**src/verilog/riscv_alu_ops_pkg.sv**
```systemverilog
/* RISC-V ISA encodings for the integer register-register and
   register-immediate ALU group */
package riscv_alu_ops_pkg;

    // funct3 field, bits 14:12 of OP and OP-IMM
    localparam logic [2:0] ALU_F3_ADD_SUB = 3'b000; // ADD, SUB, ADDI
    localparam logic [2:0] ALU_F3_SLL     = 3'b001; // SLL, SLLI
    localparam logic [2:0] ALU_F3_SLT     = 3'b010; // SLT, SLTI
    localparam logic [2:0] ALU_F3_SLTU    = 3'b011; // SLTU, SLTIU
    localparam logic [2:0] ALU_F3_XOR     = 3'b100; // XOR, XORI
    localparam logic [2:0] ALU_F3_SRL_SRA = 3'b101; // SRL, SRA and immediate forms
    localparam logic [2:0] ALU_F3_OR      = 3'b110; // OR, ORI
    localparam logic [2:0] ALU_F3_AND     = 3'b111; // AND, ANDI

    // Instruction bit that picks SUB over ADD and SRA over SRL
    // Lives in funct7 for R-type, in imm[10] for the shift immediates
    localparam int ALT_BIT = 30;

endpackage

```
**src/verilog/alu_unit_pkg.sv**
```systemverilog
/* Execution unit side types and default sizes for the ALU */
package alu_unit_pkg;

    // Operand width, 32 for RV32, 64 also supported
    localparam int DEFAULT_XLEN = 32;

    // Width of the instruction id carried to writeback
    localparam int DEFAULT_ID_W = 3;

    // What goes into the first adder input
    // Logic ops ride the adder carry chain with a zero second input
    typedef enum logic [1:0] {
        ALU_LOGIC_XOR = 2'b00, // a ^ b
        ALU_LOGIC_OR  = 2'b01, // a | b
        ALU_LOGIC_AND = 2'b10, // a & b
        ALU_LOGIC_ADD = 2'b11  // Plain add or subtract
    } logic_op_t;

endpackage

```
**src/verilog/alu_decode.sv**
```systemverilog
/* ALU decode: maps funct3, the alternate bit and the immediate
   select onto adder, shifter and result-select controls */
`timescale 1ns/1ps

module alu_decode #(
    parameter int XLEN = 32
) (
    input  logic [2:0]                  fn3,
    input  logic                        alt_fn,
    input  logic                        use_imm,
    input  logic [XLEN-1:0]             rs1_data,
    input  logic [XLEN-1:0]             rs2_data,
    input  logic [XLEN-1:0]             imm,
    output logic [XLEN-1:0]             adder_a,
    output logic [XLEN-1:0]             adder_b,
    output alu_unit_pkg::logic_op_t     logic_op,
    output logic                        subtract,
    output logic                        unsigned_cmp,
    output logic [XLEN-1:0]             shifter_in,
    output logic [$clog2(XLEN)-1:0]     shift_amount,
    output logic                        arith,
    output logic                        lshift,
    output logic                        shifter_path,
    output logic                        slt_path
);

    localparam int SHAMT_W = $clog2(XLEN); // 5 for RV32, 6 for RV64

    logic [XLEN-1:0] op2; // Second operand after immediate select

    assign op2 = use_imm ? imm : rs2_data;

    // Both datapaths see rs1 as first operand
    assign adder_a    = rs1_data;
    assign adder_b    = op2;
    assign shifter_in = rs1_data;

    // Only the low bits of operand two count as shift amount
    assign shift_amount = op2[SHAMT_W-1:0];

    always_comb begin
        // Defaults give a plain add through the adder path
        logic_op     = alu_unit_pkg::ALU_LOGIC_ADD;
        subtract     = 1'b0;
        unsigned_cmp = 1'b0;
        arith        = 1'b0;
        lshift       = 1'b0;
        shifter_path = 1'b0;
        slt_path     = 1'b0;

        case (fn3)
            riscv_alu_ops_pkg::ALU_F3_ADD_SUB: begin
                // ADDI has no SUB form, alt bit ignored there
                subtract = alt_fn & ~use_imm;
            end
            riscv_alu_ops_pkg::ALU_F3_SLT: begin
                subtract = 1'b1; // Compare is a - b
                slt_path = 1'b1;
            end
            riscv_alu_ops_pkg::ALU_F3_SLTU: begin
                subtract     = 1'b1;
                unsigned_cmp = 1'b1; // Zero extend instead of sign extend
                slt_path     = 1'b1;
            end
            riscv_alu_ops_pkg::ALU_F3_XOR: logic_op = alu_unit_pkg::ALU_LOGIC_XOR;
            riscv_alu_ops_pkg::ALU_F3_OR:  logic_op = alu_unit_pkg::ALU_LOGIC_OR;
            riscv_alu_ops_pkg::ALU_F3_AND: logic_op = alu_unit_pkg::ALU_LOGIC_AND;
            riscv_alu_ops_pkg::ALU_F3_SLL: begin
                shifter_path = 1'b1;
                lshift       = 1'b1; // Left shift via bit reversal
            end
            riscv_alu_ops_pkg::ALU_F3_SRL_SRA: begin
                shifter_path = 1'b1;
                arith        = alt_fn; // SRA and SRAI fill with sign
            end
            default: begin
                // All eight codes listed, keeps the defaults
            end
        endcase
    end

endmodule

```
**src/verilog/alu_add_logic.sv**
```systemverilog
/* Adder with subtract and compare extension, also carrying the
   XOR, OR and AND ops through the same carry chain */
`timescale 1ns/1ps

module alu_add_logic #(
    parameter int XLEN = 32
) (
    input  logic [XLEN-1:0]         adder_a,
    input  logic [XLEN-1:0]         adder_b,
    input  alu_unit_pkg::logic_op_t logic_op,
    input  logic                    subtract,
    input  logic                    unsigned_cmp,
    output logic [XLEN:0]           add_result
);

    logic [XLEN:0]   ext_a;   // Operands one bit wider for the compare
    logic [XLEN:0]   ext_b;
    logic [XLEN:0]   in1;
    logic [XLEN:0]   in2;
    logic [XLEN+1:0] sum;     // Extra low bit injects the carry

    // Sign extend for signed compare, zero extend for SLTU
    assign ext_a = {adder_a[XLEN-1] & ~unsigned_cmp, adder_a};
    assign ext_b = {adder_b[XLEN-1] & ~unsigned_cmp, adder_b};

    always_comb begin
        case (logic_op)
            alu_unit_pkg::ALU_LOGIC_XOR: in1 = ext_a ^ ext_b;
            alu_unit_pkg::ALU_LOGIC_OR:  in1 = ext_a | ext_b;
            alu_unit_pkg::ALU_LOGIC_AND: in1 = ext_a & ext_b;
            default:                     in1 = ext_a; // Add or subtract
        endcase

        // Logic result passes through with nothing added
        case (logic_op)
            alu_unit_pkg::ALU_LOGIC_ADD: in2 = ext_b ^ {(XLEN+1){subtract}};
            default:                     in2 = '0;
        endcase
    end

    // Carry-in for two's complement subtract
    // subtract + subtract in the low bit carries exactly subtract upward
    assign sum = {in1, subtract} + {in2, subtract};

    // Top bit is the less-than answer for both compare kinds
    assign add_result = sum[XLEN+1:1];

endmodule

```
**src/verilog/barrel_shifter.sv**
```systemverilog
/* Logarithmic right shifter; left shifts by reversing bits around it,
   arithmetic fill for SRA */
`timescale 1ns/1ps

module barrel_shifter #(
    parameter int XLEN = 32
) (
    input  logic [XLEN-1:0]         shifter_in,
    input  logic [$clog2(XLEN)-1:0] shift_amount,
    input  logic                    arith,
    input  logic                    lshift,
    output logic [XLEN-1:0]         shift_result
);

    localparam int SHAMT_W = $clog2(XLEN);

    logic [XLEN-1:0] stage [SHAMT_W+1]; // stage[0] is the input after reversal
    logic            fill;

    function automatic logic [XLEN-1:0] bit_reverse(input logic [XLEN-1:0] v);
        logic [XLEN-1:0] r;
        for (int k = 0; k < XLEN; k++) begin
            r[k] = v[XLEN-1-k];
        end
        return r;
    endfunction

    // Sign fill only for SRA, lshift never sets arith
    assign fill = arith & shifter_in[XLEN-1];

    assign stage[0] = lshift ? bit_reverse(shifter_in) : shifter_in;

    // One stage per shift amount bit, 2**i positions each
    for (genvar i = 0; i < SHAMT_W; i++) begin : g_stage
        localparam int STEP = 2 ** i;

        assign stage[i+1] = shift_amount[i] ?
            {{STEP{fill}}, stage[i][XLEN-1:STEP]} : stage[i];
    end

    // Undo the reversal for left shifts
    assign shift_result = lshift ? bit_reverse(stage[SHAMT_W]) : stage[SHAMT_W];

endmodule

```
**src/verilog/alu_writeback.sv**
```systemverilog
/* ALU writeback: picks shifter or adder result, forms the SLT bit,
   registers result, id and done pulse */
`timescale 1ns/1ps

module alu_writeback #(
    parameter int XLEN = 32,
    parameter int ID_W = 3
) (
    input  logic            clk,
    input  logic            rst,
    input  logic            issue_new_request,
    input  logic [ID_W-1:0] issue_id,
    input  logic            shifter_path,
    input  logic            slt_path,
    input  logic [XLEN:0]   add_result,
    input  logic [XLEN-1:0] shift_result,
    output logic            wb_done,
    output logic [ID_W-1:0] wb_id,
    output logic [XLEN-1:0] wb_rd
);

    logic [XLEN-1:0] result;

    always_comb begin
        result = shifter_path ? shift_result : add_result[XLEN-1:0];
        // SLT and SLTU return 0 or 1
        if (slt_path) begin
            result = '0;
            result[0] = add_result[XLEN]; // Sign of a - b after extension
        end
    end

    // Done pulses one cycle after each issue strobe
    always_ff @(posedge clk) begin
        if (rst) begin
            wb_done <= 1'b0;
        end else begin
            wb_done <= issue_new_request;
        end
    end

    // Payload held until the next request
    always_ff @(posedge clk) begin
        if (issue_new_request) begin
            wb_rd <= result;
            wb_id <= issue_id;
        end
    end

endmodule

```
**src/verilog/alu_unit.sv**
```systemverilog
/* Single-cycle integer ALU execution unit, decode feeding adder and
   shifter side by side, result registered in writeback */
`timescale 1ns/1ps

module alu_unit #(
    parameter int XLEN = alu_unit_pkg::DEFAULT_XLEN,
    parameter int ID_W = alu_unit_pkg::DEFAULT_ID_W
) (
    input  logic            clk,
    input  logic            rst,
    input  logic            single_cycle_issue_possible,
    input  logic            issue_new_request,
    input  logic [ID_W-1:0] issue_id,
    input  logic [2:0]      fn3,
    input  logic            alt_fn,
    input  logic            use_imm,
    input  logic [XLEN-1:0] rs1_data,
    input  logic [XLEN-1:0] rs2_data,
    input  logic [XLEN-1:0] imm,
    output logic            issue_ready,
    output logic            wb_done,
    output logic [ID_W-1:0] wb_id,
    output logic [XLEN-1:0] wb_rd
);

    localparam int SHAMT_W = $clog2(XLEN);

    // Decode to adder
    logic [XLEN-1:0]         adder_a;
    logic [XLEN-1:0]         adder_b;
    alu_unit_pkg::logic_op_t logic_op;
    logic                    subtract;
    logic                    unsigned_cmp;
    // Decode to shifter
    logic [XLEN-1:0]         shifter_in;
    logic [SHAMT_W-1:0]      shift_amount;
    logic                    arith;
    logic                    lshift;
    // Result select and datapath outputs
    logic                    shifter_path;
    logic                    slt_path;
    logic [XLEN:0]           add_result;
    logic [XLEN-1:0]         shift_result;

    // Always ready when the pipeline can take a single-cycle op
    assign issue_ready = single_cycle_issue_possible;

    alu_decode #(.XLEN(XLEN)) decode_i (
        .fn3, .alt_fn, .use_imm, .rs1_data, .rs2_data, .imm,
        .adder_a, .adder_b, .logic_op, .subtract, .unsigned_cmp,
        .shifter_in, .shift_amount, .arith, .lshift,
        .shifter_path, .slt_path
    );

    alu_add_logic #(.XLEN(XLEN)) add_logic_i (
        .adder_a, .adder_b, .logic_op, .subtract, .unsigned_cmp,
        .add_result
    );

    barrel_shifter #(.XLEN(XLEN)) shifter_i (
        .shifter_in, .shift_amount, .arith, .lshift,
        .shift_result
    );

    alu_writeback #(.XLEN(XLEN), .ID_W(ID_W)) writeback_i (
        .clk, .rst, .issue_new_request, .issue_id,
        .shifter_path, .slt_path, .add_result, .shift_result,
        .wb_done, .wb_id, .wb_rd
    );

endmodule

```
**config.mk**
```make
export PLATFORM = sky130hd
export DESIGN_NAME = alu_unit
export DESIGN_NICKNAME = d
export VERILOG_FILES = /design/src/verilog/riscv_alu_ops_pkg.sv /design/src/verilog/alu_unit_pkg.sv /design/src/verilog/alu_decode.sv /design/src/verilog/alu_add_logic.sv /design/src/verilog/barrel_shifter.sv /design/src/verilog/alu_writeback.sv /design/src/verilog/alu_unit.sv
export SDC_FILE = /design/constraint.sdc
export NUM_CORES = 1
export LEC_CHECK = 0
export ABC_AREA = 0
export CAP_MARGIN = 0
export CORE_MARGIN = 4
export CORE_UTILIZATION = 60
export CTS_CLUSTER_SIZE = 20
export DETAILED_ROUTE_END_ITERATION = 7
export DONT_BUFFER_PORTS = 1
export GPL_TIMING_DRIVEN = 0
export PLACE_DENSITY = 0.76
export SETUP_SLACK_MARGIN = 0.15
export SYNTH_ARGS = -nofsm -noshare
export SYNTH_HDL_FRONTEND = slang
export SYNTH_SLANG_ARGS = --single-unit
```
**constraint.sdc**
```tcl
create_clock -name clk -period 6.44 [get_ports clk]
set_input_delay 0.644 -clock clk [delete_from_list [all_inputs] [get_ports clk]]
set_output_delay 0.644 -clock clk [all_outputs]
set_load 0.02 [all_outputs]
```
==> Word level (Yosys, flattened, before mapping) <==
Cells that the tools add are included.
{ "op_classes": {"n_addsub": 1, "n_eq_ne": 10, "n_mux": 19, "n_bitwise": 10, "reduce_logical": 4} }
{ "op_table": {"columns": ["cell", "n"], "rows": [
  ["$mux W32", 9],
  ["$pmux W33 S3", 1],
  ["$xor A33 B33 Y33", 2],
  ["$add A34 B34 Y34", 1],
  ["$and A33 B33 Y33", 1],
  ["$mux W33", 1],
  ["$or A33 B33 Y33", 1],
  ["$eq A3 B3 Y1 const B", 4],
  ["$eq A3 B2 Y1 const B", 2],
  ["$mux W1", 6],
  ["$pmux W2 S3", 1],
  ["$and A1 B1 Y1", 4],
  ["$eq A2 B2 Y1 const B", 2],
  ["$reduce_or A2 Y1", 2],
  ["$eq A3 B1 Y1 const B", 1],
  ["$logic_not A3 Y1", 1],
  ["$eq A2 B1 Y1 const B", 1],
  ["$logic_not A2 Y1", 1],
  ["$not A1 Y1", 2],
  ["$pmux W1 S2", 1]
]} }
{ "word_totals": {"register_bits": 36, "output_inout_bits": 37, "elab_cells": 48} }

==> Logic depth before layout (Yosys ltp) <==
{ "logic_depth": {"word_depth": 11, "mapped_depth": 22, "depth_no_buf": 17} }

==> By module <==
A second synthesis with hierarchy kept.
{ "hier_totals": {"hier_cells": 1142, "area_unflattened_um2": 9998.3} }
{ "modules_own_cells": {"columns": ["mod", "instances", "cells_each", "area_each_um2"], "rows": [
  ["alu_add_logic", 1, 537, 4251.6],
  ["barrel_shifter", 1, 379, 2994.1],
  ["alu_writeback", 1, 110, 1617.8],
  ["alu_decode", 1, 115, 1127.3],
  ["alu_unit", 1, 1, 7.5]
]} }

==> Worst setup path before layout <==
No wires, ideal clock.
{ "synth_timing": {"path_kind": "input to register", "startpoint": "in use_imm", "endpoint": "reg writeback_i.wb_rd[29], data pin", "arrival_time_ns": 5.103, "required_ns": 6.170, "slack_ns": 1.067, "path_stages": 21, "cell_sequence": "buf_6 buf_2 mux2i_1 buf_2 clkbuf_1 clkbuf_1 ha_1 nor2_1 a21oi_1 o22ai_1 a21oi_1 ha_1 and3_1 a221o_1 o21ai_1 a21oi_1 o41ai_2 o21ai_1 a2111oi_0 a41o_1 a21oi_1"} }
{ "synth_via": {"elab_chain_cells": 8, "word_cells_on_any_way": 18} }
{ "synth_rtl": {"columns": ["item", "line_no", "source"], "rows": [
  ["start: declaration", "alu_unit.sv:16", "input logic use_imm,"],
  ["parallel branches: the longest is 7 deep, another holds $add A34 B34 Y34", null, null],
  ["$mux W32 (*)", "alu_writeback.sv:25", "result = shifter_path ? shift_result : add_result[XLEN-1:0];"],
  ["end signal: assignment", "alu_writeback.sv:45", "wb_rd <= result;"],
  ["end: declaration", "alu_writeback.sv:19", "output logic [XLEN-1:0] wb_rd"]
]} }
Mark *: on every way between the ends.
A chain may end at the register's enable or synchronous reset.

==> Worst setup path after layout <==
Same ends and word-level chain as after synthesis.

==> run metrics <==
leakage power figure=approximately 4.2 nW; Post-layout nets=~1.5k; vias in the first global route=9798; kind of cell adding the most delay to the critical path=compound AO/OA/AOI/OAI gates; startpoint class of the critical path=input pin; starting utilization of the core area=61.0%; Pre-Repair DR Iteration Count=8; detailed-placement wirelength estimate=approximately 30 mm; Antenna Cells=0; run status=complete, but fails checks; post-synthesis register bit count=36; Max-slew headroom=about 45%; number of unique standard cell types used by synthesis=83; total count of max-transition violations in the final report=0; peak supply drop=roughly 160 uV; Top FF cell, synth=edfxtp_1; Tightest Hold Check Type=in -> reg; buffer and inverter count on the worst path=4; fmax=~170 MHz; total of max-cap violations=0; count of flip-flops with a built-in enable after synthesis=35; die area=17400 um^2; GR met3 Demand/Resource=8.70%; Fill cells=~1.4k; area of all sequential standard cells=around 1100 um^2; number of setup violations in the final report=0; Worst setup EP type=register; DRC errors left=1; initial antenna violation count=0; clock-pin slew of the registers on the worst-case setup and hold paths=approximately 0.05 ns; Clock Tree Root=clkbuf_16; post-synth net total=1496; Non-Filler Cell Area, Final=9610 um^2; horizontal die dimension=132 um; violations in the final reports=design-rule violations; met2 track demand over resource=between 60% and 70%; largest buffer count on any clock path=2; synthesized instance count=roughly 1.3k; number of warnings printed during yosys synthesis=0; smallest hold slack=around 0.44 ns; delay of the slowest cell on the worst path=0.53 ns; Worst Max-Slew Pin Slew=slightly above 0.8 ns; WS Path Type=in -> reg; clock tree from TritonCTS=done; global-route wire length before repair=56.7 mm; maximum fanout encountered on the critical timing path=19; number of nets still failing antenna checks after routing=0; Finished Layout Cells=1484; overall overflow remaining after global route=0; ports placed on the boundary=145; Fin. Hold Viols=0; quantity of I/O buffers inserted on ports=0; fraction of the yosys area taken by sequential cells=between 10% and 20%; Critical-path top delay cell=o41ai_2; setup repair after global routing missed its margin=no; Async S/R FF share, synth=0%; Post-Syn Area=a little over 9000 um^2; Tot GR Track Use=a little over 40%; power after layout=1.70 mW; routed vias=10.5k; Critical Path Most Common Cell=a21oi_1; met1 capacity usage during global routing=50.5%; final period demand of the worst path=between 6 and 7 ns; share of final-layout standard cells stronger than drive strength 1=around 7%; part of the cycle the worst path needs=a little over nine tenths; die height=~130 um; placed cell areas=around 9400 um^2; layer with the highest usage=met2; core outline area=approximately 15000 um^2; Req. time, crit path=roughly 6.4 ns; growth of design area from synthesis to finish=4.42%; Routed WL per cell=25.2 um; placer congestion estimate=1.08; area occupied by multi-input gates=between 7000 and 8000 um^2; pin count of the biggest net entering global routing=37; Post CTS Setup Buffer Count=0; dpl cells=between 1k and 1.5k; Via density=about 7; Syn Area/Cell=roughly 7 um^2; num rows=45; ratio of total power to cell area=between 150 and 200 nW/um^2; H-tree levels=2; Data arrival, critical path=roughly 6 ns; final wirelength=37.4 mm; Sink Count=36; Iter 0 DRT Violations=~1.7k; list of cells traversed by the critical path=buf_6 -> buf_2 -> mux2i_2 -> buf_2 -> clkbuf_2 -> ha_1 -> nor2_1 -> a21oi_1 -> o22ai_1 -> a21oi_1 -> ha_1 -> and3_1 -> a221o_1 -> o21ai_1 -> a21oi_1 -> o41ai_2 -> o21ai_1 -> a2111oi_0 -> a41o_1 -> a21oi_1; summed negative setup slack over all endpoints=0 ns; clock buffer count from CTS=5
[cell families after synthesis]
logic type	synth area share, %
compound gates	30.4
simple gates	18.3
buf+inv	8.46
mux	14.7
fa+ha+maj	13.5
flops	11.6
xor+xnor	2.95
[sequential cells by signal, indices dropped and copies added, names as in the netlist]
| register | count |
|---|---|
| writeback_i.wb_done | 1 |
| writeback_i.wb_id | 3 |
| writeback_i.wb_rd | 32 |
[cell usage in the layout, fill, tap and decap left out, types with 9 or more instances in the layout]
| master | netlist | routed |
|---|---|---|
| nand2_1 | 196 | 196 |
| a21oi_1 | 145 | 145 |
| ha_1 | 98 | 98 |
| nor2_1 | 88 | 88 |
| o21ai_0 | 88 | 88 |
| mux2i_1 | 85 | 84 |
| inv_1 | 71 | 71 |
| clkbuf_1 | 63 | 60 |
| edfxtp_1 | 35 | 35 |
| a211oi_1 | 32 | 32 |
| o22ai_1 | 24 | 24 |
| o221ai_1 | 19 | 19 |
| xnor2_1 | 19 | 19 |
| nand3_1 | 19 | 19 |
| a21o_1 | 17 | 17 |
| buf_2 | 16 | 16 |
| buf_1 | 18 | 16 |
| nor3_1 | 16 | 16 |
| o21ai_1 | 14 | 14 |
| mux4_2 | 12 | 12 |
| xor2_1 | 12 | 12 |
| a31oi_1 | 11 | 11 |
| a22oi_1 | 10 | 10 |
| mux2_2 | 10 | 10 |
| nor2b_1 | 9 | 9 |
| o211ai_1 | 9 | 9 |
| and3_1 | 9 | 9 |
[report_power, final]
part           total [mW]  internal [mW]  switching, mW  leakage [nW]
Clock               0.246          0.164         0.0815        0.0772
Sequential          0.378          0.315         0.0629         0.348
Combinational        1.08          0.380          0.696          3.77
[repair_timing]
item / in CTS / in global routing
gates resized for setup: 2 / 7
endpoints found under the setup margin: 3 / 7
hold buffers: 0 / 0
[synth_stat cells, drive strengths merged (3+ instances only)]
library cell / count / share of area, %
nand2: 196 / 8.0
a211o: 8 / 0.76
and2: 9 / 0.61
nor3: 18 / 1.1
mux2: 12 / 1.5
nand3: 19 / 1.0
or2: 3 / 0.20
a22oi: 10 / 0.82
buf: 46 / 2.8
o31ai: 8 / 0.65
mux4: 12 / 2.9
edfxtp: 35 / 11
a21o: 17 / 1.4
nor2: 88 / 3.6
a21boi: 3 / 0.24
a211oi: 34 / 2.9
nand2b: 6 / 0.41
xor2: 12 / 1.1
a2111oi: 4 / 0.38
nor2b: 9 / 0.61
o211ai: 9 / 0.73
o21a: 7 / 0.57
and3: 9 / 0.61
ha: 98 / 13
nand4: 8 / 0.54
inv: 73 / 3.0
o22ai: 24 / 1.6
a221oi: 8 / 0.90
clkbuf: 64 / 2.6
mux2i: 91 / 10
a31oi: 11 / 0.75
a21oi: 148 / 8.2
o21ai: 102 / 5.5
nor4bb: 5 / 0.54
xnor2: 19 / 1.8
nor3b: 3 / 0.30
a221o: 6 / 0.65
o221ai: 19 / 1.8
[routing by layer]
layer / part of all wire (%) / up-vias
met3: 12 / 209
li1: - / 4722
met2: 44 / 835
met5: 0 / -
met4: 8.1 / 0
met1: 36 / 4778
[through the flow]
stage               setup WS (ns)  utilization (%)
global route                0.159             63.7
global placement           -0.263             62.6
CTS                         0.277             63.6
finish                      0.384             63.7
floorplan                    1.07                -
detailed placement         -0.346             62.6
[layout make-up]
type                       instances  share of cell area, %
tap                              188                   2.45
buffer                           109                   5.21
multi-input combinational       1069                   76.7
clock buffer                       8                   1.63
inverter                          74                   2.92
sequential                        36                   11.1
[worst paths after layout]
kind	from	cells after the start	endpoint
worst max-delay path	use_imm	20	writeback_i.wb_rd[29]
worst min-delay path	rst	1	writeback_i.wb_done
No activity file was read; power rests on OpenSTA's default activity.
